$ cat src/source/conv_settings.svh
`ifndef CONV_SETTINGS_SVH
`define CONV_SETTINGS_SVH

// data word and parameter widths
`define DWIDTH   16
`define LWIDTH   8

// address widths of the two memories
`define MEMSIZE  10
`define NETSIZE  8

// fixed 3x3 kernel
`define CONV_KERN 3

// per-channel feature buffer
`define FEASIZE  8
`define ACCWIDTH 40

`endif

$ cat src/source/conv_pkg.sv
`include "conv_settings.svh"

package conv_pkg;

  typedef struct packed {
    logic [`LWIDTH-1:0]  qbits;
    logic [`LWIDTH-1:0]  total_in;
    logic [`LWIDTH-1:0]  total_out;
    logic [`LWIDTH-1:0]  img_height;
    logic [`LWIDTH-1:0]  img_width;
    logic [`LWIDTH-1:0]  conv_pad;
    logic [`LWIDTH-1:0]  conv_strid;
    logic                relu_en;
    logic [`MEMSIZE-1:0] in_offset;
    logic [`MEMSIZE-1:0] out_offset;
    logic [`NETSIZE-1:0] net_offset;
  } layer_params_t;

  // sel 0 for image memory, 1 for network memory
  typedef struct packed {
    logic                we;
    logic                sel;
    logic [`MEMSIZE-1:0] addr;
    logic [`DWIDTH-1:0]  wdata;
  } host_req_t;

  typedef enum logic [1:0] {
    PH_WAIT    = 2'd0,
    PH_NETWORK = 2'd1,
    PH_INPUT   = 2'd2,
    PH_OUTPUT  = 2'd3
  } core_phase_t;

  typedef struct packed {
    logic                valid;
    logic [`MEMSIZE-1:0] addr;
    logic                pad_zero;
    logic [3:0]          tap;
    logic                pix_end;
    logic [`FEASIZE-1:0] pix_index;
  } scan_req_t;

  typedef struct packed {
    logic [`LWIDTH-1:0] fea_height;
    logic [`LWIDTH-1:0] fea_width;
  } fea_sizes_t;

endpackage

$ cat src/source/window_scan.sv
`timescale 1ns/10ps
`include "conv_settings.svh"

module window_scan
  import conv_pkg::*;
(
  input  logic               clk,
  input  logic               xrst,
  input  layer_params_t      lp,
  input  fea_sizes_t         sizes,
  input  logic [`LWIDTH-1:0] in_chan,
  input  logic               scan_start,
  output scan_req_t          sreq,
  output logic               scan_done
);

  localparam int AW = 3 * `LWIDTH + 1;
  localparam logic [AW-1:0] IMG_WORDS = AW'(2 ** `MEMSIZE);

  logic                      busy;
  logic [`LWIDTH-1:0]        oy, ox;
  logic [1:0]                ky, kx;
  logic [`FEASIZE-1:0]       pix;
  logic                      kx_end, win_end, row_end, last_tap;
  logic [`LWIDTH-1:0]        oy_s, ox_s;
  logic signed [`LWIDTH+1:0] iy, ix;
  logic                      pad_zero;
  logic [`LWIDTH-1:0]        row, col;
  logic [AW-1:0]             plane_base, addr_full;

  assign kx_end   = kx == 2'(`CONV_KERN - 1);
  assign win_end  = kx_end && ky == 2'(`CONV_KERN - 1);
  assign row_end  = ox == sizes.fea_width - 1'b1;
  assign last_tap = win_end && row_end && oy == sizes.fea_height - 1'b1;

  // output x,y -> input x,y for this tap
  assign oy_s = oy << (lp.conv_strid - 1'b1);
  assign ox_s = ox << (lp.conv_strid - 1'b1);
  assign iy = $signed({2'b00, oy_s}) + $signed({{`LWIDTH{1'b0}}, ky})
            - $signed({2'b00, lp.conv_pad});
  assign ix = $signed({2'b00, ox_s}) + $signed({{`LWIDTH{1'b0}}, kx})
            - $signed({2'b00, lp.conv_pad});

  assign pad_zero = iy < 0 || ix < 0
                 || iy >= $signed({2'b00, lp.img_height})
                 || ix >= $signed({2'b00, lp.img_width});

  assign row = pad_zero ? '0 : iy[`LWIDTH-1:0];
  assign col = pad_zero ? '0 : ix[`LWIDTH-1:0];

  assign plane_base = AW'(lp.in_offset)
                    + AW'(in_chan) * AW'(lp.img_height) * AW'(lp.img_width);
  assign addr_full  = plane_base + AW'(row) * AW'(lp.img_width) + AW'(col);

  always_comb begin
    sreq.valid     = busy;
    sreq.addr      = addr_full[`MEMSIZE-1:0];
    sreq.pad_zero  = pad_zero;
    sreq.tap       = 4'(ky) * 4'(`CONV_KERN) + 4'(kx);
    sreq.pix_end   = busy && win_end;
    sreq.pix_index = pix;
  end

  // row-major over pixels and then over the 3x3 taps
  always_ff @(posedge clk) begin
    if (!xrst || scan_start) begin
      busy <= xrst && scan_start;
      oy   <= '0;
      ox   <= '0;
      ky   <= '0;
      kx   <= '0;
      pix  <= '0;
    end
    else if (busy) begin
      if (!kx_end)
        kx <= kx + 1'b1;
      else begin
        kx <= '0;
        if (!win_end)
          ky <= ky + 1'b1;
        else begin
          ky  <= '0;
          pix <= pix + 1'b1;
          if (!row_end)
            ox <= ox + 1'b1;
          else begin
            ox <= '0;
            oy <= oy + 1'b1;
            if (last_tap)
              busy <= 1'b0;
          end
        end
      end
    end
  end

  // one cycle late so the last accumulate is in before the fsm moves on
  always_ff @(posedge clk) begin
    if (!xrst)
      scan_done <= 1'b0;
    else
      scan_done <= busy && last_tap;
  end

  a_addr_in_range : assert property (@(posedge clk) disable iff (!xrst)
    sreq.valid && !sreq.pad_zero |-> addr_full < IMG_WORDS);

endmodule

$ cat config.mk
export PLATFORM = sky130hd
export DESIGN_NAME = window_scan
export DESIGN_NICKNAME = d
export VERILOG_FILES = /design/src/source/conv_pkg.sv /design/src/source/window_scan.sv
export VERILOG_INCLUDE_DIRS = /design/src /design/src/source
export SDC_FILE = /design/constraint.sdc
export NUM_CORES = 1
export LEC_CHECK = 0
export ABC_CLOCK_PERIOD_IN_PS = 19800
export BUFFER_PORTS_ARGS = -buffer_cell sky130_fd_sc_hd__buf_4
export CAP_MARGIN = 40
export CORE_MARGIN = 2
export CORE_UTILIZATION = 60
export DETAILED_ROUTE_END_ITERATION = 10
export PLACE_DENSITY = 0.83
export SLEW_MARGIN = 25
export SYNTH_ARGS = -nofsm -noshare
export SYNTH_HDL_FRONTEND = slang
export SYNTH_SLANG_ARGS = --single-unit
export TNS_END_PERCENT = 100
$ cat constraint.sdc
create_clock -name clk -period 19.8 [get_ports clk]
set_input_delay 2.97 -clock clk [delete_from_list [all_inputs] [get_ports clk]]
set_output_delay 2.97 -clock clk [all_outputs]
set_load 0.01 [all_outputs]
### Word-level counts from Yosys, hierarchy flattened

Cells that the tools add are included.
W data, S select, Z words.

* add/subtract/negate cells: 16
* $mul: 4
* $lt $le $gt $ge: 4
* eq/ne operators: 4
* shift-type cells: 2
* multiplexer cells: 11
* reductions and logical operators: 14

Operators by type and width (number)
* $add A8 B1 Y8 const B: 3
* $mux W8: 3
* $sub A8 B1 Y8 const B: 3
* $add A10 B10 Y10: 2
* $ge A10 B9 Y1: 2
* $lt A10 B1 Y1 const B: 2
* $sub A9 B8 Y10: 2
* $add A8 B2 Y9: 2
* $eq A8 B8 Y1: 2
* $mul A16 B8 Y10: 1
* $mul A8 B8 Y16: 1
* $shl A8 B8 Y8: 2
* $add A10 B8 Y10: 1
* $mul A8 B8 Y10: 1
* $logic_and A1 B1 Y1: 6
* $mux W1: 6
* $add A2 B1 Y2 const B: 2
* $add A4 B2 Y4: 1
* $eq A2 B2 Y1 const B: 2
* $logic_or A1 B1 Y1: 4
* $mul A2 B2 Y4 const B: 1
* $mux W2: 2
* $reduce_and A4 Y1: 1
* $reduce_and A3 Y1: 1
* other kinds (2): 2

* register bits after elaboration: 30
* input bits: 112
* output and inout port bits: 26
* logic and storage cells: 62

### Logic depth before layout (Yosys ltp)

* depth in word-level cells: 12
* gate-level depth with buffers: 46
* gate-level depth less buffers: 44

### Least setup slack after synthesis

No wires, ideal clock.

* kind: in2out
* start: input lp[29] in the netlist's numbering
* end: output sreq[23] in the netlist's numbering
* data arrival time: 12664 ps
* data required time: 16830 ps
* slack: 4166 ps
* stages on the path: 36
* buffers on the path: 4
* path through: clkinv_1 ha_1 clkbuf_1 clkbuf_1 nor2b_1 nand2_1 fa_1 inv_1 fa_1 a21o_1 a21oi_2 o211ai_1 xor2_1 ha_1 a21o_1 a2111oi_0 o221ai_1 a211o_1 clkbuf_1 nor2_1 clkbuf_1 nand3_1 fa_1 fa_1 fa_1 inv_1 fa_1 fa_1 inv_1 fa_1 inv_1 ha_1 a21oi_1 o21ai_0 xor2_1 xnor3_1

RTL lines
* start, declared: RTL line window_scan.sv:9 `input layer_params_t lp,`
* end, declared: RTL line window_scan.sv:13 `output scan_req_t sreq,`

==> impl_results.md <==
* Switching pwr at 0.000634 W
* R2R Path Start: ox[3]$_SDFFE_PN0P_
* Initial Util at 61.4%
* Fin cells at 1273
* Final setup violation count at 0
* Die area at 0.0152 mm2
* Worst min path class: reg -> reg
* Critical-path top delay cell: a2111oi_0
* WL per Instance at 14.8 um
* Synth Cell Area at approximately 0.0086 mm2
* Setup Buffers After CTS at 0
* RSZ-0062 raised after global routing: false
* Fin nets at 1422
* Post-synthesis sequential area ratio at around 7.0%
* Post-synth ARST share at 0%
* Final core occ at 67.8%
* DIE WIDTH at 123 um
* Largest net degree at the start of global routing at 31
* CTS tree: done
* Clock share of power at 5.5%
* Slew HR at approximately 48%
* Pint at 0.000725 W
* Die Y-Extent at 123 um
* DR vias at 7003
* Gr ovfl total at 0
* Diodes inserted at 0
* Antenna violations before repair at 0
* P_leak at 4.84 nW
* Reported max-cap violation count at 0
* Post-route setup slack at 2.46 ns
* Synth Area per Inst at 8.38 um2
* YS warnings at 0
* Root Driver: clkbuf_16
* Setup crit end kind: primary output
* VDD IR max at 0.168 mV
* DPL Wire Length at 15.4 mm
* Logic gate share of total power at approximately 90%
* Path depth of the worst reg2reg path at 8
* PnR Total Power at 0.00136 W
* Commonest non-fill, non-tap cell in the layout: inv_1
* F_max at 57.7 MHz
* Vias/cell at 5.50
* Crit share post-route at between 80% and 90%
* Most common flop cell mapped by yosys: dfxtp_1
* CP max stage delay at 0.67 ns
* Post-synth EDFFs at 0
* Total Wirelength at 18.8 mm
* Status: finished clean
* Routability cong. at 0.907
* FF+latch count, synth at 30
* Cts repair resizes at 0
* Share of cells above drive strength 1 at 11.0%
* Power per cell area at 144 mW/mm2
* R2r setup slk at about 17 ns
* Worst EP arrival at 14.37 ns
* Proportion of power drawn by flip-flops and latches at 4.5%
* Most frequent cells in the layout: inv_1 (187), ha_1 (113), fa_1 (105)
* # IOs at 138
* Clk_lat worst skew at 0.27 ns
* DRT Pass-1 Iters at 5
* Critical R2R Capture: oy[7]$_SDFFE_PN0P_
* Placed cell count at 1264
* Netlist cell types at 60
* Cts bufs inserted at 5
* Vias in the first global route at 6981
* CP Max Fanout at 30
* Fin. Hold Viols at 0
* Hold Path Origin: kx[1]$_SDFFE_PN0P_
* Sinks on Clock Net at 30
* Hold Crit Endpoint: kx[1]$_SDFFE_PN0P_
* Drt drc at 0
* Worst Setup Start Kind: input pin
* IO Port Bufs at 94
* DRT iter0 DRCs at 418
* GRT Overall Usage at 26.0%
* Pre-CTS setup slack at 2.49 ns
* Final Critical Period at 17.34 ns
* Final count of pins violating max slew at 0
* # rows at 43
* Syn-to-layout area delta at 10.4%
* Syn_nets at 1351
* Worst-path clk slew at 0.05 ns
* Hold Path Depth at 2
* Deepest clock path buffer count at 2
* Setup CP Type: in -> out
* Worst EP required at 16.83 ns
* Worst Max-Slew Pin Slew at about 0.8 ns
* Placeable Area at about 0.014 mm2
* Synth Instances at ~1000
* H-tree Lvls at 2
* Net Sw Frac at 46.7%
* Skew final at 0.00650 ns
* First-pass GRT wire length at 32.2 mm
* Hold buffers post-CTS at 0
* Final ANT Viol Nets at 0
* Setup TNS at 0 ns
[per-layer routing]
metal  wire [um]  vias up  GRT usage (%)
met5           0        -              0
met2        8900      226           43.3
met4         188        0           3.76
met1        8620     3332           37.7
met3        1120       23           2.35
li1            -     3422              -
[power groups by stage]
stage	sequential, W	combinational, W	clock (W)
3_5_place_dp	0.0000624	0.00123	0
6_report	0.0000612	0.00122	0.0000751
3_3_place_gp	0.0000624	0.00120	0
2_1_floorplan	0.0000622	0.000872	0
4_1_cts	0.0000611	0.00124	0.0000762
5_1_grt	0.0000612	0.00138	0.0000789
[cell usage after synthesis (26+ instances only)]
cell type  number  area share (%)
dfxtp_1        30             7.0
xnor2_1        57             5.8
fa_1          105              25
xor2_1         36             3.7
nand3_1        26             1.5
and2_1         69             5.0
nor2_1         44             1.9
a21oi_1        35             2.0
nand2_1        81             3.6
inv_1         187             8.2
ha_1          113              17
and3_1         38             2.8
[cell families (layout without fill, tap and decap cells)]
kind of cell             Yosys count  count (layout)  synth area share [%]
AND/OR/NAND/NOR                  330             330                  20.4
AO/OA/AOI/OAI                    107             107                  7.94
multiplexers                      17              17                  2.02
adder cells (fa/ha/maj)          218             218                  41.1
flip-flops                        30              30                  7.02
XOR/XNOR                          98              98                  10.8
buffers and inverters            221             293                  10.8
[registers in the layout, summed over array words and instances, names as in the netlist]
register,flops
kx,2
ox,8
pix,8
busy,1
oy,8
scan_done,1
ky,2
[how the worst max path moves through the flow]
| stage | endpoint | slack [ns] | from |
|---|---|---|---|
| global placement | sreq[23] | 2.67 | lp[29] |
| global route | sreq[23] | 1.50 | lp[29] |
| CTS | sreq[23] | 2.47 | lp[29] |
| floorplan | sreq[23] | 4.17 | lp[29] |
| detailed placement | sreq[23] | 2.49 | lp[29] |
| finish | sreq[23] | 2.46 | lp[29] |
[metrics by stage]
step,hold slack (ns),cell area (um2)
after global routing,0.548,9450
final,0.523,9450
after CTS,0.517,9450
after floorplan,0.475,8560
after detailed placement,0.502,9290
after global placement,0.496,9290
[worst max-delay path, delay by kind of cell]
family,cells,cell delay [ns]
xor gates and xnor gates,2,0.58
buffers and inverters,10,1.41
adders and majority gates,11,4.31
AOI/OAI and AO/OA,14,3.78
and+or+nand+nor,6,1.29
[area by class of cell]
cell class                      count  area, um2
Tap cell                          180        225
Clock inverter                      2       12.5
Inverter                          188        706
Fill cell                        1107       4480
Multi-Input combinational cell    770       7040
Sequential cell                    30        601
Clock buffer                        6        139
Timing Repair Buffer               97        726
(Power assumes the default switching activity.)
