File: src/source/conv_settings.svh
`ifndef CONV_SETTINGS_SVH
`define CONV_SETTINGS_SVH

// data word and parameter widths
`define DWIDTH   16
`define LWIDTH   8

// address widths of the two memories
`define MEMSIZE  10
`define NETSIZE  8

// fixed 3x3 kernel
`define CONV_KERN 3

// per-channel feature buffer
`define FEASIZE  8
`define ACCWIDTH 40

`endif

File: src/source/conv_pkg.sv
`include "conv_settings.svh"

package conv_pkg;

  typedef struct packed {
    logic [`LWIDTH-1:0]  qbits;
    logic [`LWIDTH-1:0]  total_in;
    logic [`LWIDTH-1:0]  total_out;
    logic [`LWIDTH-1:0]  img_height;
    logic [`LWIDTH-1:0]  img_width;
    logic [`LWIDTH-1:0]  conv_pad;
    logic [`LWIDTH-1:0]  conv_strid;
    logic                relu_en;
    logic [`MEMSIZE-1:0] in_offset;
    logic [`MEMSIZE-1:0] out_offset;
    logic [`NETSIZE-1:0] net_offset;
  } layer_params_t;

  // sel 0 for image memory, 1 for network memory
  typedef struct packed {
    logic                we;
    logic                sel;
    logic [`MEMSIZE-1:0] addr;
    logic [`DWIDTH-1:0]  wdata;
  } host_req_t;

  typedef enum logic [1:0] {
    PH_WAIT    = 2'd0,
    PH_NETWORK = 2'd1,
    PH_INPUT   = 2'd2,
    PH_OUTPUT  = 2'd3
  } core_phase_t;

  typedef struct packed {
    logic                valid;
    logic [`MEMSIZE-1:0] addr;
    logic                pad_zero;
    logic [3:0]          tap;
    logic                pix_end;
    logic [`FEASIZE-1:0] pix_index;
  } scan_req_t;

  typedef struct packed {
    logic [`LWIDTH-1:0] fea_height;
    logic [`LWIDTH-1:0] fea_width;
  } fea_sizes_t;

endpackage

File: src/source/feature_writeback.sv
`timescale 1ns/10ps
`include "conv_settings.svh"

module feature_writeback
  import conv_pkg::*;
(
  input  logic                clk,
  input  logic                xrst,
  input  layer_params_t       lp,
  input  fea_sizes_t          sizes,
  input  logic [`LWIDTH-1:0]  out_chan,
  input  logic                wb_start,
  input  logic [`DWIDTH-1:0]  fb_rdata,
  output logic [`FEASIZE-1:0] fb_raddr,
  output logic                wb_we,
  output logic [`MEMSIZE-1:0] wb_addr,
  output logic [`DWIDTH-1:0]  wb_data,
  output logic                wb_done
);

  logic                  busy;
  logic [`FEASIZE-1:0]   cnt;
  logic [2*`LWIDTH-1:0]  area;
  logic                  last;
  logic [`MEMSIZE-1:0]   dest_base;

  assign area      = sizes.fea_height * sizes.fea_width;
  assign last      = cnt == `FEASIZE'(area - 1'b1);
  // planes are packed back to back from out_offset
  assign dest_base = lp.out_offset + `MEMSIZE'(out_chan * area);

  assign fb_raddr = cnt;
  assign wb_data  = fb_rdata;

  always_ff @(posedge clk) begin
    if (!xrst) begin
      busy <= 1'b0;
      cnt  <= '0;
    end
    else if (wb_start) begin
      busy <= 1'b1;
      cnt  <= '0;
    end
    else if (busy) begin
      cnt <= cnt + 1'b1;
      if (last)
        busy <= 1'b0;
    end
  end

  // the buffer read takes a cycle and the write follows it
  always_ff @(posedge clk) begin
    if (!xrst) begin
      wb_we   <= 1'b0;
      wb_done <= 1'b0;
    end
    else begin
      wb_we   <= busy;
      wb_done <= busy && last;
    end
  end

  always_ff @(posedge clk)
    wb_addr <= dest_base + `MEMSIZE'(cnt);

endmodule

File: config.mk
export PLATFORM = sky130hd
export DESIGN_NAME = feature_writeback
export DESIGN_NICKNAME = d
export VERILOG_FILES = /design/src/source/conv_pkg.sv /design/src/source/feature_writeback.sv
export VERILOG_INCLUDE_DIRS = /design/src /design/src/source
export SDC_FILE = /design/constraint.sdc
export NUM_CORES = 1
export LEC_CHECK = 0
export ABC_CLOCK_PERIOD_IN_PS = 11600
export CELL_PAD_IN_SITES_DETAIL_PLACEMENT = 1
export CELL_PAD_IN_SITES_GLOBAL_PLACEMENT = 1
export CORE_UTILIZATION = 48
export CTS_CLUSTER_SIZE = 14
export DETAILED_ROUTE_END_ITERATION = 8
export DONT_BUFFER_PORTS = 1
export PLACE_DENSITY = 0.93
export RECOVER_POWER = 50
export SKIP_LAST_GASP = 1
export SLEW_MARGIN = 0
export SYNTH_ARGS = -nofsm -noshare
export SYNTH_HDL_FRONTEND = slang
export SYNTH_SLANG_ARGS = --single-unit
File: constraint.sdc
create_clock -name clk -period 11.6 [get_ports clk]
set_clock_uncertainty 0.05 [all_clocks]
set_input_delay 1.74 -clock clk [delete_from_list [all_inputs] [get_ports clk]]
set_output_delay 1.74 -clock clk [all_outputs]
set_load 0.1 [all_outputs]
== Word-level counts from Yosys, hierarchy flattened ==
Index checks and enable logic that the tools add are counted.

* $add $sub $neg: 4
* $mul: 2
* Equal/unequal tests: 1
* Mux-type cells: 3
* Bitwise operators: 1
* Reductions and logical operators: 2

{| class="wikitable"
|+ Operator list
! kind !! number
|-
| 8-bit by 16-bit multiplier with 10-bit output || 1
|-
| 8-bit by 8-bit multiplier with 16-bit output || 1
|-
| 10-bit adder || 1
|-
| 10-bit by 8-bit adder with 10-bit output || 1
|-
| 8-bit by 1-bit adder with 8-bit output, second input constant || 1
|-
| 8-bit equality test || 1
|-
| 8-bit by 1-bit subtractor with 8-bit output, second input constant || 1
|-
| 1-bit two-way mux || 3
|-
| 2-bit OR reduction || 1
|-
| 1-bit logical AND || 1
|-
| 1-bit NOT || 1
|}

* Flip-flop bits (word level): 21
* Bits of input ports: 128
* Output and inout bits: 36
* Logic and storage cells: 18

== Depth between registers and ports, before layout ==
Gate-level depths: netlist of run 1.

* Depth after elaboration: 6
* Depth in mapped cells: 28

== Worst setup path after synthesis of run 1 ==
Ideal clock, no wire load.

* Path type: input to register
* From: input port sizes[8] (netlist name)
* To: register wb_addr[9]
* Setup time: 131 ps
* Arrival: 8,820 ps
* Setup slack: 2,599 ps
* Stages on the path: 27
* Path through: clkbuf_1 -> nand2_1 -> fa_1 -> inv_1 -> fa_1 -> fa_1 -> inv_1 -> fa_1 -> inv_1 -> ha_1 -> o21a_1 -> o31a_1 -> a21oi_2 -> nand2_1 -> fa_1 -> inv_1 -> fa_1 -> fa_1 -> fa_1 -> ha_1 -> xnor2_1 -> xnor2_1 -> xnor2_1 -> xnor3_1 -> xnor3_1 -> xnor2_1 -> xor3_1

* Longest elaborated chain between the ends: 4

{| class="wikitable"
|+ RTL lines
! what !! line !! source
|-
| start, declared || feature_writeback.sv:10 || <nowiki>input fea_sizes_t sizes,</nowiki>
|-
| 8-bit by 8-bit multiplier with 16-bit output || feature_writeback.sv:27 || <nowiki>assign area = sizes.fea_height * sizes.fea_width;</nowiki>
|-
| 8-bit by 16-bit multiplier with 10-bit output || feature_writeback.sv:30 || <nowiki>assign dest_base = lp.out_offset + `MEMSIZE'(out_chan * area);</nowiki>
|-
| 10-bit adder || feature_writeback.sv:30 ||
|-
| 10-bit by 8-bit adder with 10-bit output || feature_writeback.sv:64 || <nowiki>wb_addr <= dest_base + `MEMSIZE'(cnt);</nowiki>
|-
| end signal, assigned || feature_writeback.sv:64 ||
|-
| end, declared || feature_writeback.sv:16 || <nowiki>output logic [`MEMSIZE-1:0] wb_addr,</nowiki>
|}

Every way passes these cells.
A chain may end at the register's enable or synchronous reset.

== Final worst setup path of run 1 ==
* From: input port sizes[7] (netlist name)
* To: register wb_addr[9]

The elaborated chain is that of the path after synthesis.

==> results.sh, run 1 <==
export IMPL_failed_checks="capacitance limit, slew limit"
export IMPL_power_mw=1.67
export IMPL_first_pass_iters=4
export IMPL_leakagePower_nw=2.11
export IMPL_synth_edf_count=0
export IMPL_grt_pass1_wl_um=16300
export IMPL_reg2reg_depth=11
export IMPL_cts_sinks=21
export IMPL_min_from="fb_raddr[0]"
export IMPL_vias=3006
export IMPL_cts_root_buf="clkbuf_8"
export IMPL_fp_dieW_um=95.5
export IMPL_htree_levels=1
export IMPL_critPathMaxFanout=6
export IMPL_clk_pin_slew_ns=0.10
export IMPL_grt_usage_pct=23.3
export IMPL_cp_end_kind="flip-flop"
export IMPL_diodes=0
export IMPL_whs_ns=0.470
export IMPL_dieHeight_um=95.5
export IMPL_yosys_warnings=0
export IMPL_slew_headroom_pct=-3.11
export IMPL_synth_cell_types=41
export IMPL_utilization_pct=50.7
export IMPL_fmax_mhz=112
export IMPL_ant_nets=0
export IMPL_viasPerCell=5.35
export IMPL_drc=0
export IMPL_whs_endpoint="wb_addr[0]"
export IMPL_ios=164
export IMPL_postCtsSetupRepairBufs=0
export IMPL_dp_cells=558
export IMPL_cp_required_ns=11.71
export IMPL_ys_top_cells_by_area="fa_1 29%, ha_1 14%, dfxtp_1 10%"
export IMPL_avgSynthCellArea_um2=8.86
export IMPL_wl_um=9750
export IMPL_cts_buffers=3
export IMPL_worstHoldPathType="flip-flop to flip-flop"
export IMPL_cts_buffer_depth=2
export IMPL_layout_drive_gt1_share_pct=2.63
export IMPL_syn_nets=708
export IMPL_r2r_end="wb_addr[9]"
export IMPL_die_area_um2=9120
export IMPL_setup_violations=0
export IMPL_insertion_delay_ns=0.27
export IMPL_grt_setup_unrepaired="no"
export IMPL_wl_per_cell_um=17.3
export IMPL_regToRegSetupSlack_ns=7.69
export IMPL_yosysTopAreaCell="fa_1"
export IMPL_core_um2=8340
export IMPL_start_util_pct=50.3
export IMPL_cts_resized=0
export IMPL_place_congestion=0.812
export IMPL_syn_to_final_growth_pct=0.745
export IMPL_ir_drop_uv=217
export IMPL_whs_path_depth=1
export IMPL_synthArstFlopShare_pct=0
export IMPL_placementRows=33
export IMPL_grt_pass1_vias=3444
export IMPL_cts_tree="yes"
export IMPL_finalMaxSlewViolations=13
export IMPL_io_buffers=0
export IMPL_start_kind="input port"
export IMPL_syn_cell_area_um2=4200
export IMPL_synth_ff_type="dfxtp_1"
export IMPL_period_share_pct=76.7
export IMPL_status="complete, but fails checks"
export IMPL_tns_ns=0
export IMPL_antenna_found_initial=0
export IMPL_power_density_nw_per_um2=396
export IMPL_yosysTopAreaCellShare_pct=28.6
export IMPL_path_class="input port to flip-flop"
export IMPL_ys_seq_area_share_pct=10.0
export IMPL_hpwlAfterDp_um=8290
export IMPL_tightest_slew_ns=1.55
export IMPL_cp_arrival_ns=9.01
export IMPL_ys_seq_elements=21
export IMPL_grt_overflow=0
export IMPL_grt_start_max_net_pins=18
export IMPL_finalHoldViolCount=0
export IMPL_ctsHoldBuffers=0
export IMPL_min_period_ns=8.90
export IMPL_drtIter0Drc=55
export IMPL_syn_instance_count=474
export IMPL_r2r_start="fb_raddr[1]"
export IMPL_fin_cells=562
export IMPL_nets=692
export IMPL_maxCapViolations=2
[kinds of logic after synthesis]
| group | synth area share, % |
|---|---|
| xor+xnor | 12.5 |
| buf+inv | 12.5 |
| fa+ha+maj | 42.3 |
| mux | 0.238 |
| flops | 10.0 |
| compound gates | 4.17 |
| simple gates | 18.2 |
[through the flow]
| stage | area, um2 | setup slack, ns |
|---|---|---|
| floorplan | 4200 | 2.60 |
| global placement | 4200 | 2.51 |
| detailed placement | 4200 | 2.38 |
| CTS | 4250 | 2.66 |
| global route | 4230 | 2.34 |
| finish | 4230 | 2.70 |
[layer usage]
layer	part of all wire, %	vias up	track usage (%)
li1	-	1390	-
met1	38	1522	24.7
met2	55	80	46.1
met3	5.0	14	4.94
met4	1.8	0	5.85
met5	0	-	0
[final cells by class]
class,instances,area [um2]
tap,105,131
clock buffer,3,41.3
multi-input combinational,332,3250
inverter,95,357
fill,1015,4110
timing repair buffer,5,18.8
sequential,21,420
clock inverter,1,7.51
[state kept, by name, summed over array words and instances (netlist names)]
signal,flops
wb_we,1
wb_addr,10
wb_done,1
busy,1
fb_raddr,8
[how the worst max path moves through the flow]
stage	endpoint	from	cells after the start
6_report	wb_addr[9]	sizes[7]	26
5_1_grt	wb_addr[9]	sizes[7]	26
4_1_cts	wb_addr[9]	sizes[7]	26
3_5_place_dp	wb_addr[9]	sizes[7]	26
3_3_place_gp	wb_addr[9]	sizes[7]	26
2_1_floorplan	wb_addr[9]	sizes[8]	27
[cell usage after synthesis (2+ instances only)]
cell,n
a211oi_1,2
a21o_1,2
a21oi_1,11
and2_1,37
and2_2,2
and3_1,7
buf_4,16
clkbuf_1,9
dfxtp_1,21
fa_1,60
ha_1,46
inv_1,95
nand2_1,52
nand2b_1,4
nand3_1,5
nand3b_1,2
nand4_1,3
nor2_1,10
nor2b_1,8
nor3_1,5
nor4bb_1,2
o21a_1,3
o21ai_0,4
o21bai_1,3
or3_1,2
xnor2_1,36
xnor2_2,2
xnor3_1,3
xor2_1,10
[where the power goes]
| group | leakage [nW] | switching, mW | total [mW] | internal (mW) |
|---|---|---|---|---|
| logic | 1.91 | 0.642 | 1.39 | 0.752 |
| clock network | 0.0217 | 0.0286 | 0.0529 | 0.0243 |
| registers | 0.174 | 0.122 | 0.227 | 0.105 |
[critical path, cell delays in order]
cell     delay, ns
nand2_1       0.06
fa_1          0.54
inv_1         0.06
fa_1          0.52
fa_1          0.56
inv_1         0.06
fa_1          0.54
inv_1         0.04
ha_1          0.37
o21a_1        0.15
o31a_1        0.13
a21oi_2       0.24
nand2_1       0.12
fa_1          0.51
inv_1         0.05
fa_1          0.52
fa_1          0.45
fa_1          0.49
ha_1          0.23
xnor2_1       0.17
xnor2_1       0.11
xnor2_1       0.22
xnor3_1       0.34
xnor3_1       0.39
xnor2_1       0.19
xor3_1        0.23
[cell usage in the layout, fill, tap and decap left out, types with 2 or more instances in the layout]
| cell type | n |
|---|---|
| a211oi_1 | 2 |
| a21o_1 | 2 |
| a21oi_1 | 11 |
| and2_1 | 36 |
| and2_2 | 2 |
| and3_1 | 7 |
| clkbuf_1 | 5 |
| clkbuf_8 | 3 |
| dfxtp_1 | 21 |
| fa_1 | 60 |
| ha_1 | 46 |
| inv_1 | 95 |
| nand2_1 | 52 |
| nand2b_1 | 4 |
| nand3_1 | 5 |
| nand3b_1 | 2 |
| nand4_1 | 3 |
| nor2_1 | 10 |
| nor2b_1 | 8 |
| nor3_1 | 5 |
| nor4bb_1 | 2 |
| o21a_1 | 3 |
| o21ai_0 | 4 |
| o21bai_1 | 3 |
| or3_1 | 2 |
| xnor2_1 | 36 |
| xnor2_2 | 2 |
| xnor3_1 | 3 |
| xor2_1 | 10 |
Note: power is estimated with default switching activity, not from simulation.
==> run 2, diff against run 1 <==
- ABC_CLOCK_PERIOD_IN_PS: 11600 -> 7600
- CORE_UTILIZATION: 48 -> 43
- PLACE_DENSITY: 0.93 -> 0.89
- clock period: 11.6 -> 7.6 ns (I/O delays scaled with it)
==> run 2 against run 1 <==
  * The run ends with capacitance limit, slew limit, setup timing left
  * First-iteration DRC count decreased by 18%
  * Clock power rose by 52%
  * Cell area increased by 7.6%
  * Combinational power is 86% higher
  * Sequential share of layout area down 0.70 points
  * Routed wire length up 7.0%
  * Critical path depth is the same
  * Largest cell class unchanged
  * Largest power group unchanged
==> results.sh, run 2 (synthesis gave the netlist of run 1 again) <==
export IMPL_cp_arrival_ns=7.82
export IMPL_drc=0
export IMPL_min_period_ns=7.71
export IMPL_grt_pass1_wl_um=17500
export IMPL_num_fill_cells=1124
export IMPL_insertion_delay_ns=0.26
export IMPL_wl_um=10400
export IMPL_postCtsSetupRepairBufs=0
export IMPL_regMostFlops="wb_addr"
export IMPL_fmax_mhz=130
export IMPL_viasPerCell=5.09
export IMPL_layout_drive_gt1_share_pct=11.7
export IMPL_drtIter0Drc=45
export IMPL_grt_usage_pct=22.5
export IMPL_layout_common_cells="92 x inv_1, 57 x fa_1, 49 x nand2_1"
export IMPL_finalHoldViolCount=0
export IMPL_grt_setup_unrepaired="yes"
export IMPL_place_ws_ns=-0.476
export IMPL_layout_commonest_cell="inv_1"
export IMPL_ir_drop_uv=415
export IMPL_grt_pass1_vias=3665
export IMPL_start_kind="input port"
export IMPL_diodes=0
export IMPL_grt_overflow=0
export IMPL_cts_buffers=3
export IMPL_ios=164
export IMPL_crit_top_cell="fa_1"
export IMPL_slowest_delay_ns=0.55
export IMPL_combinationalPowerShare_pct=85.8
export IMPL_cts_buffer_depth=2
export IMPL_p_sw_share_pct=46.0
export IMPL_slowest_stage="fa_1"
export IMPL_die_area_um2=10200
export IMPL_switchingPower_mw=1.38
export IMPL_ctsHoldBuffers=0
export IMPL_io_buffers=0
export IMPL_tightest_slew_ns=1.51
export IMPL_cts_sinks=21
export IMPL_place_congestion=0.817
export IMPL_htree_levels=1
export IMPL_antenna_found_initial=0
export IMPL_cts_tree="yes"
export IMPL_critPathMaxFanout=5
export IMPL_fin_ws_ns=-0.107
export IMPL_cp_end_kind="flip-flop"
export IMPL_whs_ns=0.584
export IMPL_ant_nets=0
export IMPL_cts_resized=2
export IMPL_p_int_mw=1.62
export IMPL_grt_start_max_net_pins=18
export IMPL_clk_pin_slew_ns=0.10
export IMPL_tns_ns=-0.107
export IMPL_status="complete, but fails checks"
export IMPL_path_class="input port to flip-flop"
export IMPL_power_density_nw_per_um2=660
export IMPL_core_um2=9330
export IMPL_worstHoldPathType="flip-flop to flip-flop"
export IMPL_syn_to_final_growth_pct=8.44
export IMPL_start_util_pct=45.0
export IMPL_period_share_pct=101
export IMPL_wl_per_cell_um=17.1
export IMPL_first_pass_iters=4
export IMPL_nets=715
export IMPL_finalMaxSlewViolations=6
export IMPL_failed_checks="capacitance limit, slew limit, setup timing"
export IMPL_dieHeight_um=101
export IMPL_slew_headroom_pct=-0.646
export IMPL_vias=3100
export IMPL_largest_reg_flops=10
export IMPL_leakagePower_nw=2.23
export IMPL_cp_required_ns=7.71
export IMPL_clockPowerShare_pct=2.7
export IMPL_cts_root_buf="clkbuf_8"
export IMPL_fp_dieW_um=101
export IMPL_setup_violations=1
export IMPL_maxCapViolations=1
export IMPL_hpwlAfterDp_um=9010
export IMPL_placementRows=35
export IMPL_power_frac_seq_pct=11.5
[run 2: path summary, 6_finish.rpt]
kind	startpoint	endpoint	slack [ns]	cells after the start
worst max-delay path	sizes[13]	wb_addr[9]	-0.11	26
worst min-delay path	busy	wb_we	0.58	1
worst max register to register	fb_raddr[3]	wb_addr[9]	3.57	13
worst min register to register	busy	wb_we	0.58	1
[run 2: routing by layer]
| layer | vias to the layer above | GRT usage, % | wire (um) |
|---|---|---|---|
| li1 | 1441 | - | - |
| met1 | 1571 | 23.5 | 3840 |
| met2 | 80 | 46.1 | 5990 |
| met3 | 8 | 4.23 | 511 |
| met4 | 0 | 4.46 | 86 |
| met5 | - | 0 | 0 |
[run 2: area by class of cell]
cell class	instances	area, um2	area share (%)
Sequential cell	21	420	9.24
Clock inverter	1	7.51	0.165
Timing Repair Buffer	28	191	4.21
Inverter	95	357	7.83
Clock buffer	3	41.3	0.907
Multi-Input combinational cell	332	3370	74.1
Tap cell	129	161	3.55
[run 2: power by group through the flow]
stage	combinational [mW]	clock, mW	sequential, mW
2_1_floorplan	1.85	0	0.349
4_1_cts	2.62	0.0822	0.347
5_1_grt	2.89	0.0865	0.351
3_5_place_dp	2.52	0	0.349
6_report	2.58	0.0804	0.346
3_3_place_gp	2.33	0	0.349
[run 2: worst max-delay path, delay by kind of cell]
kind / cells / cell delay (ns)
adders and majority gates: 10 / 4.44
xor gates and xnor gates: 8 / 1.56
buffers and inverters: 5 / 0.36
AOI/OAI and AO/OA: 1 / 0.17
and+or+nand+nor: 2 / 0.14
[run 2: through the flow]
stage / util [%] / instance area (um2) / power [mW] / instances
6_report: 48.8 / 4550 / 3.00 / 609
5_1_grt: 48.8 / 4550 / 3.33 / 609
4_1_cts: 49.0 / 4570 / 3.05 / 609
3_5_place_dp: 48.3 / 4510 / 2.87 / 605
3_3_place_gp: 48.3 / 4510 / 2.68 / 605
2_1_floorplan: - / 4330 / 2.20 / 474
