File: src/source/conv_settings.svh
`ifndef CONV_SETTINGS_SVH
`define CONV_SETTINGS_SVH

// data word and parameter widths
`define DWIDTH   16
`define LWIDTH   8

// address widths of the two memories
`define MEMSIZE  10
`define NETSIZE  8

// fixed 3x3 kernel
`define CONV_KERN 3

// per-channel feature buffer
`define FEASIZE  8
`define ACCWIDTH 40

`endif

File: src/source/conv_pkg.sv
`include "conv_settings.svh"

package conv_pkg;

  typedef struct packed {
    logic [`LWIDTH-1:0]  qbits;
    logic [`LWIDTH-1:0]  total_in;
    logic [`LWIDTH-1:0]  total_out;
    logic [`LWIDTH-1:0]  img_height;
    logic [`LWIDTH-1:0]  img_width;
    logic [`LWIDTH-1:0]  conv_pad;
    logic [`LWIDTH-1:0]  conv_strid;
    logic                relu_en;
    logic [`MEMSIZE-1:0] in_offset;
    logic [`MEMSIZE-1:0] out_offset;
    logic [`NETSIZE-1:0] net_offset;
  } layer_params_t;

  // sel 0 for image memory, 1 for network memory
  typedef struct packed {
    logic                we;
    logic                sel;
    logic [`MEMSIZE-1:0] addr;
    logic [`DWIDTH-1:0]  wdata;
  } host_req_t;

  typedef enum logic [1:0] {
    PH_WAIT    = 2'd0,
    PH_NETWORK = 2'd1,
    PH_INPUT   = 2'd2,
    PH_OUTPUT  = 2'd3
  } core_phase_t;

  typedef struct packed {
    logic                valid;
    logic [`MEMSIZE-1:0] addr;
    logic                pad_zero;
    logic [3:0]          tap;
    logic                pix_end;
    logic [`FEASIZE-1:0] pix_index;
  } scan_req_t;

  typedef struct packed {
    logic [`LWIDTH-1:0] fea_height;
    logic [`LWIDTH-1:0] fea_width;
  } fea_sizes_t;

endpackage

File: src/source/conv_ctrl_fsm.sv
`timescale 1ns/10ps
`include "conv_settings.svh"

module conv_ctrl_fsm
  import conv_pkg::*;
(
  input  logic                clk,
  input  logic                xrst,
  input  logic                req_edge,
  input  layer_params_t       lp,
  input  logic                scan_done,
  input  logic                wb_done,
  output core_phase_t         phase,
  output logic                ack,
  output logic                net_re,
  output logic [`NETSIZE-1:0] net_addr,
  output logic                wreg_we,
  output logic                breg_we,
  output logic [3:0]          wtap,
  output logic                first_input,
  output logic                last_input,
  output logic                scan_start,
  output logic                wb_start,
  output logic [`LWIDTH-1:0]  in_chan,
  output logic [`LWIDTH-1:0]  out_chan
);

  typedef enum logic {W_WEIGHT, W_BIAS} wsub_t;

  wsub_t               wsub;
  logic [3:0]          wcnt;
  logic [`NETSIZE-1:0] net_cnt;
  logic                last_in;
  logic                last_out;
  logic                weight_end;
  logic                net_end;

  assign last_in    = in_chan == lp.total_in - 1'b1;
  assign last_out   = out_chan == lp.total_out - 1'b1;
  assign weight_end = wsub == W_WEIGHT && wcnt == 4'(`CONV_KERN * `CONV_KERN - 1);
  // bias follows the weights of the last input channel only
  assign net_end    = phase == PH_NETWORK && (wsub == W_BIAS || (weight_end && !last_in));

  assign net_re      = phase == PH_NETWORK;
  assign net_addr    = lp.net_offset + net_cnt;
  assign first_input = phase == PH_INPUT && in_chan == '0;
  assign last_input  = phase == PH_INPUT && last_in;

//==========================================================================
// phase sequencing
//==========================================================================

  always_ff @(posedge clk) begin
    if (!xrst) begin
      phase    <= PH_WAIT;
      in_chan  <= '0;
      out_chan <= '0;
    end
    else begin
      case (phase)
        PH_WAIT:
          if (req_edge)
            phase <= PH_NETWORK;
        PH_NETWORK:
          if (net_end)
            phase <= PH_INPUT;
        PH_INPUT:
          if (scan_done) begin
            if (last_in) begin
              phase   <= PH_OUTPUT;
              in_chan <= '0;
            end
            else begin
              phase   <= PH_NETWORK;
              in_chan <= in_chan + 1'b1;
            end
          end
        PH_OUTPUT:
          if (wb_done) begin
            if (last_out) begin
              phase    <= PH_WAIT;
              out_chan <= '0;
            end
            else begin
              phase    <= PH_NETWORK;
              out_chan <= out_chan + 1'b1;
            end
          end
      endcase
    end
  end

//==========================================================================
// network reads
//==========================================================================

  always_ff @(posedge clk) begin
    if (!xrst) begin
      wsub <= W_WEIGHT;
      wcnt <= '0;
    end
    else if (phase == PH_NETWORK) begin
      case (wsub)
        W_WEIGHT:
          if (weight_end) begin
            wcnt <= '0;
            if (last_in)
              wsub <= W_BIAS;
          end
          else
            wcnt <= wcnt + 1'b1;
        W_BIAS:
          wsub <= W_WEIGHT;
      endcase
    end
  end

  // runs on through all channels of the layer
  always_ff @(posedge clk) begin
    if (!xrst || phase == PH_WAIT)
      net_cnt <= '0;
    else if (net_re)
      net_cnt <= net_cnt + 1'b1;
  end

  always_ff @(posedge clk) begin
    if (!xrst) begin
      wreg_we    <= 1'b0;
      breg_we    <= 1'b0;
      wtap       <= '0;
      scan_start <= 1'b0;
      wb_start   <= 1'b0;
      ack        <= 1'b1;
    end
    else begin
      // memory data lands one cycle after the address
      wreg_we    <= net_re && wsub == W_WEIGHT;
      breg_we    <= net_re && wsub == W_BIAS;
      wtap       <= wcnt;
      scan_start <= net_end;
      wb_start   <= phase == PH_INPUT && scan_done && last_in;
      if (phase == PH_WAIT && req_edge)
        ack <= 1'b0;
      else if (phase == PH_OUTPUT && wb_done && last_out)
        ack <= 1'b1;
    end
  end

  // a run needs at least one input and one output channel
  a_run_has_channels : assert property (@(posedge clk) disable iff (!xrst)
    phase == PH_WAIT && req_edge |=> lp.total_in != '0 && lp.total_out != '0);

endmodule

File: config.mk
export PLATFORM = sky130hd
export DESIGN_NAME = conv_ctrl_fsm
export DESIGN_NICKNAME = d
export VERILOG_FILES = /design/src/source/conv_pkg.sv /design/src/source/conv_ctrl_fsm.sv
export VERILOG_INCLUDE_DIRS = /design/src /design/src/source
export SDC_FILE = /design/constraint.sdc
export NUM_CORES = 1
export LEC_CHECK = 0
export BUFFER_PORTS_ARGS = -buffer_cell sky130_fd_sc_hd__buf_2
export CORE_UTILIZATION = 51
export CTS_BUF_LIST = sky130_fd_sc_hd__clkbuf_8
export DETAILED_ROUTE_END_ITERATION = 10
export PLACE_DENSITY = 0.88
export SYNTH_ARGS = -nofsm -noshare
export SYNTH_HDL_FRONTEND = slang
export SYNTH_SLANG_ARGS = --single-unit
File: constraint.sdc
create_clock -name clk -period 4.1 [get_ports clk]
set_input_delay 0.205 -clock clk [delete_from_list [all_inputs] [get_ports clk]]
set_output_delay 0.205 -clock clk [all_outputs]
set_load 0.05 [all_outputs]
[Word level (Yosys, flattened, before mapping)]
Index checks and enable logic that the tools add are counted.
Cells by class
  order comparisons: 0
  shift operators: 0
  mux-type cells: 15
  equal/unequal tests: 10
  multiply operators: 0
  add/subtract/negate cells: 7
  reductions and logical operators: 23
  divide/modulo/power cells: 0
  bitwise gates (word level): 1
Operator list (number)
  $add A8 B1 Y8 const B: 3
  $eq A8 B8 Y1: 2
  $mux W8: 2
  $sub A8 B1 Y8 const B: 2
  $logic_and A1 B1 Y1: 12
  $mux W2: 5
  $add A8 B8 Y8: 1
  $logic_not A8 Y1: 1
  $pmux W2 S4: 1
  $ne A2 B2 Y1 const B: 3
  $reduce_and A2 Y1: 3
  $mux W1: 5
  $add A4 B1 Y4 const B: 1
  $eq A2 B2 Y1 const B: 2
  $eq A4 B4 Y1 const B: 1
  $mux W4: 1
  $reduce_and A4 Y1: 1
  $eq A2 B1 Y1 const B: 1
  $logic_not A1 Y1: 2
  $logic_not A2 Y1: 1
  $logic_or A1 B1 Y1: 2
  $ne A2 B1 Y1 const B: 1
  $pmux W1 S2: 1
  $reduce_bool A2 Y1: 1
  $not A1 Y1: 1
Storage, ports and cells
  logic and storage cells: 68
  register bits after elaboration: 40
  bits in writable memories: 0
  ROM bits: 0
  latch bits: 0
  memories kept: 0
  output and inout bits: 38
  bits of input ports: 90

[Longest topological paths before layout]
Gate-level depths: netlist of the first run.
  depth in word-level cells: 8
  mapped depth: 9
  mapped depth without buffers: 9

[Worst setup path after synthesis of the first run]
Ideal clock, no wire load.
  path type: reg2out
  from: register in_chan[0]
  to: output first_input
  data arrival time: 2.512 ns
  buffers on the path: 0
  data required time: 3.895 ns
  cell stages (with the launch flop): 6
  slack: 1.383 ns
  path through: dfxtp_1 inv_1 ha_1 nor4b_1 nand2_1 nor4_1
On the way
  longest elaborated chain between the ends: 2
Ends and longest elaborated chain
  start, declared: RTL line conv_ctrl_fsm.sv:24  | output logic [`LWIDTH-1:0] in_chan,
  start signal, assigned: RTL line conv_ctrl_fsm.sv:75  | in_chan <= in_chan + 1'b1;
  $logic_not A8 Y1: RTL line conv_ctrl_fsm.sv:46  | assign first_input = phase == PH_INPUT && in_chan == '0;
  $logic_and A1 B1 Y1: RTL line conv_ctrl_fsm.sv:46
  end, declared: RTL line conv_ctrl_fsm.sv:20  | output logic first_input,
Every way passes these cells.

[Worst setup path in the final report of the first run]
  from: register in_chan[4]
  to: output last_input
On the way
  longest elaborated chain between the ends: 2
Ends and longest elaborated chain
  $eq A8 B8 Y1: RTL line conv_ctrl_fsm.sv:38  | assign last_in = in_chan == lp.total_in - 1'b1;
  $logic_and A1 B1 Y1: RTL line conv_ctrl_fsm.sv:47  | assign last_input = phase == PH_INPUT && last_in;
  end, declared: RTL line conv_ctrl_fsm.sv:21  | output logic last_input,
Every way passes these cells.

==> out/results.tsv, run 1 <==
metric	value	unit
async_flop_share	0	
die_area	5372	sq um
dp_hpwl	4.265	mm
relSlewSlack	0.4561	
synth_top_area_cell	dfxtp_1	
grt.overflow.total	0	
netlist_area	2592	sq um
syn_area_per_cell	8.256	sq um
dp_cells	435	
period_needed	2727	ps
synth.distinct_cells	57	
initial_core_util	0.5382	
cts-root-buf	clkbuf_8	
fin_nets	481	
antenna_found_initial	0	
yosysSeqAreaShare	0.3089	
rows	25	
antenna_left	0	
cts_hold_buf	0	
worstSetupPathType	flip-flop to output port	
rsz0062_at_grt	false	
grt_start_max_net_pins	20	
fmax	366.7	MHz
final_util	0.6366	
drc	0	
ctsHtreeMaxLevel	2	
irDropWorstVdd	0.3239	mV
syn_nets	420	
cp_top_family	simple AND/OR/NAND/NOR gates	
wl	5.686	mm
synthTopCellsByArea	dfxtp_1 (31%), xnor2_1 (7.4%), ha_1 (7.2%)	
cp.arrival	2520	ps
ys_seq_elements	40	
routedWlPerCell	12.84	um
fp.dieH	73.30	um
switching_share	0.4076	
max-cap-violations	0	
cts_tree	built	
drt_iter0_drc	126	
setup_viol	0	
cts_made_buffers	5	
grtUsageTotal	0.2259	
crit_buf_inv	2	
coreArea	4817	sq um
synth-edff-count	0	
gp_congestion	0.7879	
synthTopCellsByCount	dfxtp_1 (40), nor2_1 (37), nand2_1 (24)	
syn_inst	314	
via_per_inst	5.497	
crit_chain	xnor2_2 > a31oi_1 > or4_4 > nor4b_2 > nand2_1 > inv_1 > buf_2	
endpoint_kind	output port	
grt_pass1_wl	9.487	mm
synthFlopType	dfxtp_1	
drv_slew	0	
final_cells	443	
cp_max_fo	8	
cp.required	3890	ps
period_share	0.6651	
total_power	0.001285	W
pwr-share-seq	0.368	
power-per-cell-area	419.0	nW/um^2
drtPass1Iterations	4	
holdWs	273.5	ps
status	finished clean	
synth_top_area_frac	0.3089	
power_leakage	1.353	nW
skew	3.630	ps
cts_sinks	40	
clock_latency	300	ps
startpoint_type	flip-flop	
finalHoldViolations	0	
tns	0	ps
max_stage_delay	520	ps
first_global_vias	2217	
synth_warnings	0	
synth.most_common_cell	dfxtp_1	
path_clk_slew	80	ps
clockPowerShare	0.268	
ctsResizeCount	0	
post_cts_buffers	0	
hp-class	primary input to flip-flop	
clockBufferDepth	2	
tightest_slew	804.8	ps
cp_slowest_cell	dfxtp_1	
via_count	2435	
switching_power	0.0005238	W
areaGrowthSynthToFinish	18.29	%
diodes	0	
die_w	73.30	um
port_buffers	66	
io_pins	128	
drive_gt1_frac	0.2287	
p_comb_frac	0.364	
intPower	0.0007611	W
fillers	427	
-- final cells by class --
type / count / area, sq um / share of cell area
Sequential cell: 40 / 800.8 / 0.2611
Inverter: 18 / 67.56 / 0.02203
Tap cell: 67 / 83.83 / 0.02734
Timing Repair Buffer: 66 / 330.3 / 0.1077
Clock buffer: 6 / 82.58 / 0.02693
Clock inverter: 2 / 38.79 / 0.01265
Multi-Input combinational cell: 244 / 1663 / 0.5422
-- worst paths after layout --
check	cells past startpoint	end	slack, ps	from
setup / recovery	7	last_input	1370	in_chan[4]
hold / removal	3	ack	270	req_edge
setup reg to reg	6	in_chan[1]	1710	in_chan[4]
hold reg to reg	1	wtap[3]	510	wcnt[3]
-- cell usage in the layout (no fill, tap or decap), types with 3 or more instances in the layout --
master,Yosys,layout
xnor2_1,22,22
xor2_1,18,18
o21ai_1,5,5
nand2b_1,4,4
nor4_1,7,7
nor4b_1,5,5
nor2b_1,4,4
a31oi_1,3,3
o21ai_0,9,9
ha_1,15,15
nand4_1,4,4
and3_1,8,8
a21oi_1,15,15
buf_2,1,66
and2_1,3,3
inv_1,17,17
clkbuf_8,0,6
nand3_1,12,12
dfxtp_1,40,40
nor3_1,7,7
nor2_1,37,37
nand2_1,24,24
-- per-layer routing --
layer,global-route usage,share of wire,up-vias
met5,0,0,-
met4,0.08333,0.013,0
met3,0.03841,0.060,9
met2,0.3951,0.49,75
met1,0.2782,0.44,1116
li1,-,-,1235
-- through the flow --
step	worst slack (ps)	area [sq um]
detailed placement	1548	2945
floorplan	1383	2592
CTS	1358	3067
global placement	1582	2945
finish	1373	3067
global route	1242	3067
-- kinds of logic (layout without fill, tap and decap cells) --
kind of cell               Yosys count  after routing  share of synthesized area
and+or+nand+nor                    130            130                     0.2674
AOI/OAI and AO/OA                   55             55                     0.1443
xor gates and xnor gates            41             41                     0.1414
DFF                                 40             40                     0.3089
buffers and inverters               30             92                    0.04971
adders and majority gates           16             16                    0.08012
muxes                                2              2                   0.008204
-- power groups by stage --
stage,clock network (W),registers (W),logic [W]
after floorplan,0,0.000529,0.000316
after global placement,0,0.000480,0.000456
after detailed placement,0,0.000481,0.000466
after CTS,0.000347,0.000472,0.000469
after global routing,0.000362,0.000482,0.000512
final,0.000344,0.000473,0.000468
-- sequential cells by signal, summed over array words and instances, names as in the netlist --
| register | count |
|---|---|
| wcnt | 4 |
| wtap | 4 |
| phase | 2 |
| net_cnt | 8 |
| scan_start | 1 |
| out_chan | 8 |
| breg_we | 1 |
| ack | 1 |
| wreg_we | 1 |
| wsub | 1 |
| in_chan | 8 |
| wb_start | 1 |
-- worst register-to-register path, stage by stage (launching register included) --
cell and delay (ps):
dfxtp_1 520, xnor2_2 170, a31oi_1 60, or4_4 500, or4b_1 780, nand3_1 180
a21oi_1 70
Note: power is estimated with default switching activity, not from simulation.
==> inputs of run 2 (changes only) <==
--- a/config.mk
+++ b/config.mk
@@ -6,11 +6,12 @@
 export SDC_FILE = /design/constraint.sdc
 export NUM_CORES = 1
 export LEC_CHECK = 0
+export ABC_AREA = 1
 export BUFFER_PORTS_ARGS = -buffer_cell sky130_fd_sc_hd__buf_2
-export CORE_UTILIZATION = 51
+export CORE_UTILIZATION = 49
 export CTS_BUF_LIST = sky130_fd_sc_hd__clkbuf_8
 export DETAILED_ROUTE_END_ITERATION = 10
-export PLACE_DENSITY = 0.88
+export PLACE_DENSITY = 0.83
 export SYNTH_ARGS = -nofsm -noshare
 export SYNTH_HDL_FRONTEND = slang
 export SYNTH_SLANG_ARGS = --single-unit
==> constraint.sdc (replaced) <==
create_clock -name clk -period 2.52 [get_ports clk]
set_input_delay 0.126 -clock clk [delete_from_list [all_inputs] [get_ports clk]]
set_output_delay 0.126 -clock clk [all_outputs]
set_load 0.05 [all_outputs]
==> run 2 against run 1 <==
  * Wire length is 12% higher
  * Critical endpoint is now net_addr[6]
  * Global-route usage decreased by 1.4 points
  * Cell area up 8.9%
  * Sequential power grew 60%
  * Sequential share of layout area fell by 2.1 points
  * Final cell count grew 30%
  * Flip-flop and latch count unchanged
  * Highest routed layer unchanged
  * Worst setup slack got worse by 1200 ps
  * Synthesized cell count grew 38%
  * Critical path depth up 2
==> out/results.tsv, run 2 <==
metric	value	unit	change
status	finished clean		unchanged
yosysSeqAreaShare	0.2801		was 0.3089
period_needed	2350	ps	
grt.overflow.total	0		unchanged
syn_area_per_cell	6.588	sq um	was 8.256 sq um
diodes	0		unchanged
post_cts_buffers	0		unchanged
synthTopCellsByCount	nand2_1 (96), inv_1 (70), nor2_1 (44)		was dfxtp_1 (40), nor2_1 (37), nand2_1 (24)
wl	6.350	mm	was 5.686 mm
clockBufferDepth	2		unchanged
intPower	0.001082	W	was 0.0007611 W
pre_cts_ws	318.7	ps	was 1548 ps
pwr-share-seq	0.396		was 0.368
worstSetupPathType	flip-flop to output port		unchanged
synth.distinct_cells	36		was 57
reg_top3	in_chan (8), net_cnt (8), out_chan (8)		unchanged
fin_nets	608		was 481
drive_gt1_frac	0.2092		was 0.2287
gp_congestion	0.8965		was 0.7879
rows	27		was 25
cp_max_fo	4		was 8
ys_seq_elements	40		unchanged
endpoint_kind	output port		unchanged
synth-edff-count	0		unchanged
syn_inst	434		was 314
synthTopCellsByArea	dfxtp_1 (28%), nand2_1 (13%), inv_1 (9.2%)		was dfxtp_1 (31%), xnor2_1 (7.4%), ha_1 (7.2%)
switching_share	0.4353		was 0.4076
clockPowerShare	0.201		was 0.268
synth_top_area_cell	dfxtp_1		unchanged
via_count	2870		was 2435
drtPass1Iterations	4		unchanged
routedWlPerCell	11.06	um	was 12.84 um
areaGrowthSynthToFinish	16.76	%	was 18.29%
syn_nets	540		was 420
irDropWorstVdd	0.5558	mV	was 0.3239 mV
cp.required	2390	ps	was 3890 ps
holdWs	157.2	ps	was 273.5 ps
io_pins	128		unchanged
grt_pass1_wl	10.46	mm	was 9.487 mm
cts_tree	built		unchanged
p_comb_frac	0.403		was 0.364
clock_latency	290	ps	was 300 ps
relSlewSlack	0.6696		was 0.4561
cts_made_buffers	5		unchanged
cp.arrival	2220	ps	was 2520 ps
fmax	425.5	MHz	
drv_slew	0		unchanged
drt_iter0_drc	148		was 126
die_area	6144	sq um	was 5372 sq um
first_global_vias	2550		was 2217
hp-class	primary input to flip-flop		unchanged
async_flop_share	0		unchanged
port_buffers	66		unchanged
layout_common_cells	nand2_1 (96), inv_1 (71), buf_2 (65)		was buf_2 (66), dfxtp_1 (40), nor2_1 (37)
via_per_inst	5.000		was 5.497
cts_sinks	40		unchanged
finalHoldViolations	0		unchanged
power_leakage	1.762	nW	was 1.353 nW
synth_warnings	0		unchanged
tightest_slew	495.0	ps	was 804.8 ps
coreArea	5574	sq um	was 4817 sq um
synthFlopType	dfxtp_1		unchanged
path_clk_slew	70	ps	was 80 ps
grt_start_max_net_pins	16		was 20
switching_power	0.0008340	W	was 0.0005238 W
final_common_cell	nand2_1		was buf_2
max-cap-violations	0		unchanged
drc	0		unchanged
antenna_left	0		unchanged
dp_cells	567		was 435
startpoint_type	flip-flop		unchanged
ctsHtreeMaxLevel	2		unchanged
rsz0062_at_grt	false		unchanged
grtUsageTotal	0.2122		was 0.2259
synth.most_common_cell	nand2_1		was dfxtp_1
netlist_area	2859	sq um	was 2592 sq um
fin_ws	169.9	ps	was 1373 ps
antenna_found_initial	0		unchanged
cts-root-buf	clkbuf_8		unchanged
final_cells	574		was 443
fp.dieH	78.39	um	was 73.30 um
dp_hpwl	5.141	mm	was 4.265 mm
power-per-cell-area	574.0	nW/um^2	was 419.0 nW/um^2
tns	0	ps	unchanged
initial_core_util	0.5129		was 0.5382
skew	3.827	ps	was 3.630 ps
period_share	0.9326		
die_w	78.39	um	was 73.30 um
setup_viol	0		unchanged
synth_top_area_frac	0.2801		was 0.3089
==> run 2: cell types whose count changed in the layout (fill, tap and decap cells not counted), sizes merged, moves of 6 or more <==
cell   previous run  this run
xnor2            23         6
nand4             4        12
o21ai            16         9
nor4              7         0
nand2            24       101
nand3            13        40
nor2             37        59
inv              17        79
or2               0         6
nor4b             6         0
and3              8         1
==> run 2: cells by family after synthesis <==
group / after synthesis / synth area share
flip-flops: 40 / 0.2801
XOR/XNOR: 25 / 0.07659
multiplexers: 1 / 0.003501
adder cells (fa/ha/maj): 16 / 0.07265
AND/OR/NAND/NOR: 231 / 0.3825
buffers and inverters: 84 / 0.1125
AO/OA/AOI/OAI: 37 / 0.07221
==> run 2: critical path, cell delays in order, from the launching register on <==
cell      delay [ps]
dfxtp_1          430
ha_1             220
inv_1             60
fa_1             430
o21ai_2          200
a21oi_1           90
nor2_1            90
nor2_1            60
xor2_1           120
clkbuf_4         240
==> run 2: area by class of cell <==
class / instances / area, sq um
Fill cell: 533 / 2236
Multi-Input combinational cell: 310 / 1740
Sequential cell: 40 / 800.8
Timing Repair Buffer: 66 / 332.8
Inverter: 79 / 296.5
Tap cell: 72 / 90.09
Clock buffer: 5 / 68.82
Clock inverter: 2 / 8.758
==> run 2: metal layers <==
metal,global-route usage,share of wire,up-vias,routed length [um]
met5,0,0,-,0
met4,0.05741,0.012,0,76
met3,0.04070,0.041,6,260
met2,0.3851,0.49,63,3090
met1,0.2534,0.46,1299,2922
li1,-,-,1502,-
==> run 2: through the flow <==
step | power, W | util | cell area (sq um)
after floorplan | 0.001360 | - | 2859
after global placement | 0.001513 | 0.5838 | 3254
after detailed placement | 0.001540 | 0.5838 | 3254
after CTS | 0.001926 | 0.5978 | 3332
after global routing | 0.002027 | 0.5989 | 3338
final | 0.001916 | 0.5989 | 3338
==> run 2: worst paths after layout <==
kind | from | endpoint | slack, ps | cells after the start
min | req_edge | ack | 160 | 3
max | net_cnt[0] | net_addr[6] | 170 | 9
max reg2reg | phase[1] | out_chan[6] | 680 | 8
min reg2reg | wcnt[3] | wtap[3] | 480 | 2
==> run 2: power groups by stage <==
stage	Sequential (W)	Combinational, W	Clock (W)
CTS	0.000760	0.000771	0.000395
global placement	0.000768	0.000745	0
detailed placement	0.000772	0.000768	0
finish	0.000759	0.000772	0.000386
global route	0.000767	0.000843	0.000418
floorplan	0.000858	0.000502	0
==> run 2: what timing repair did <==
item / 4_1_cts / 5_1_grt
gates cloned: 0 / 0
gates resized for setup: 1 / 2
hold buffers: 0 / 0
pin swaps: 0 / 0
endpoints found under the setup margin: 1 / 1
endpoints found under the hold margin: 0 / 0
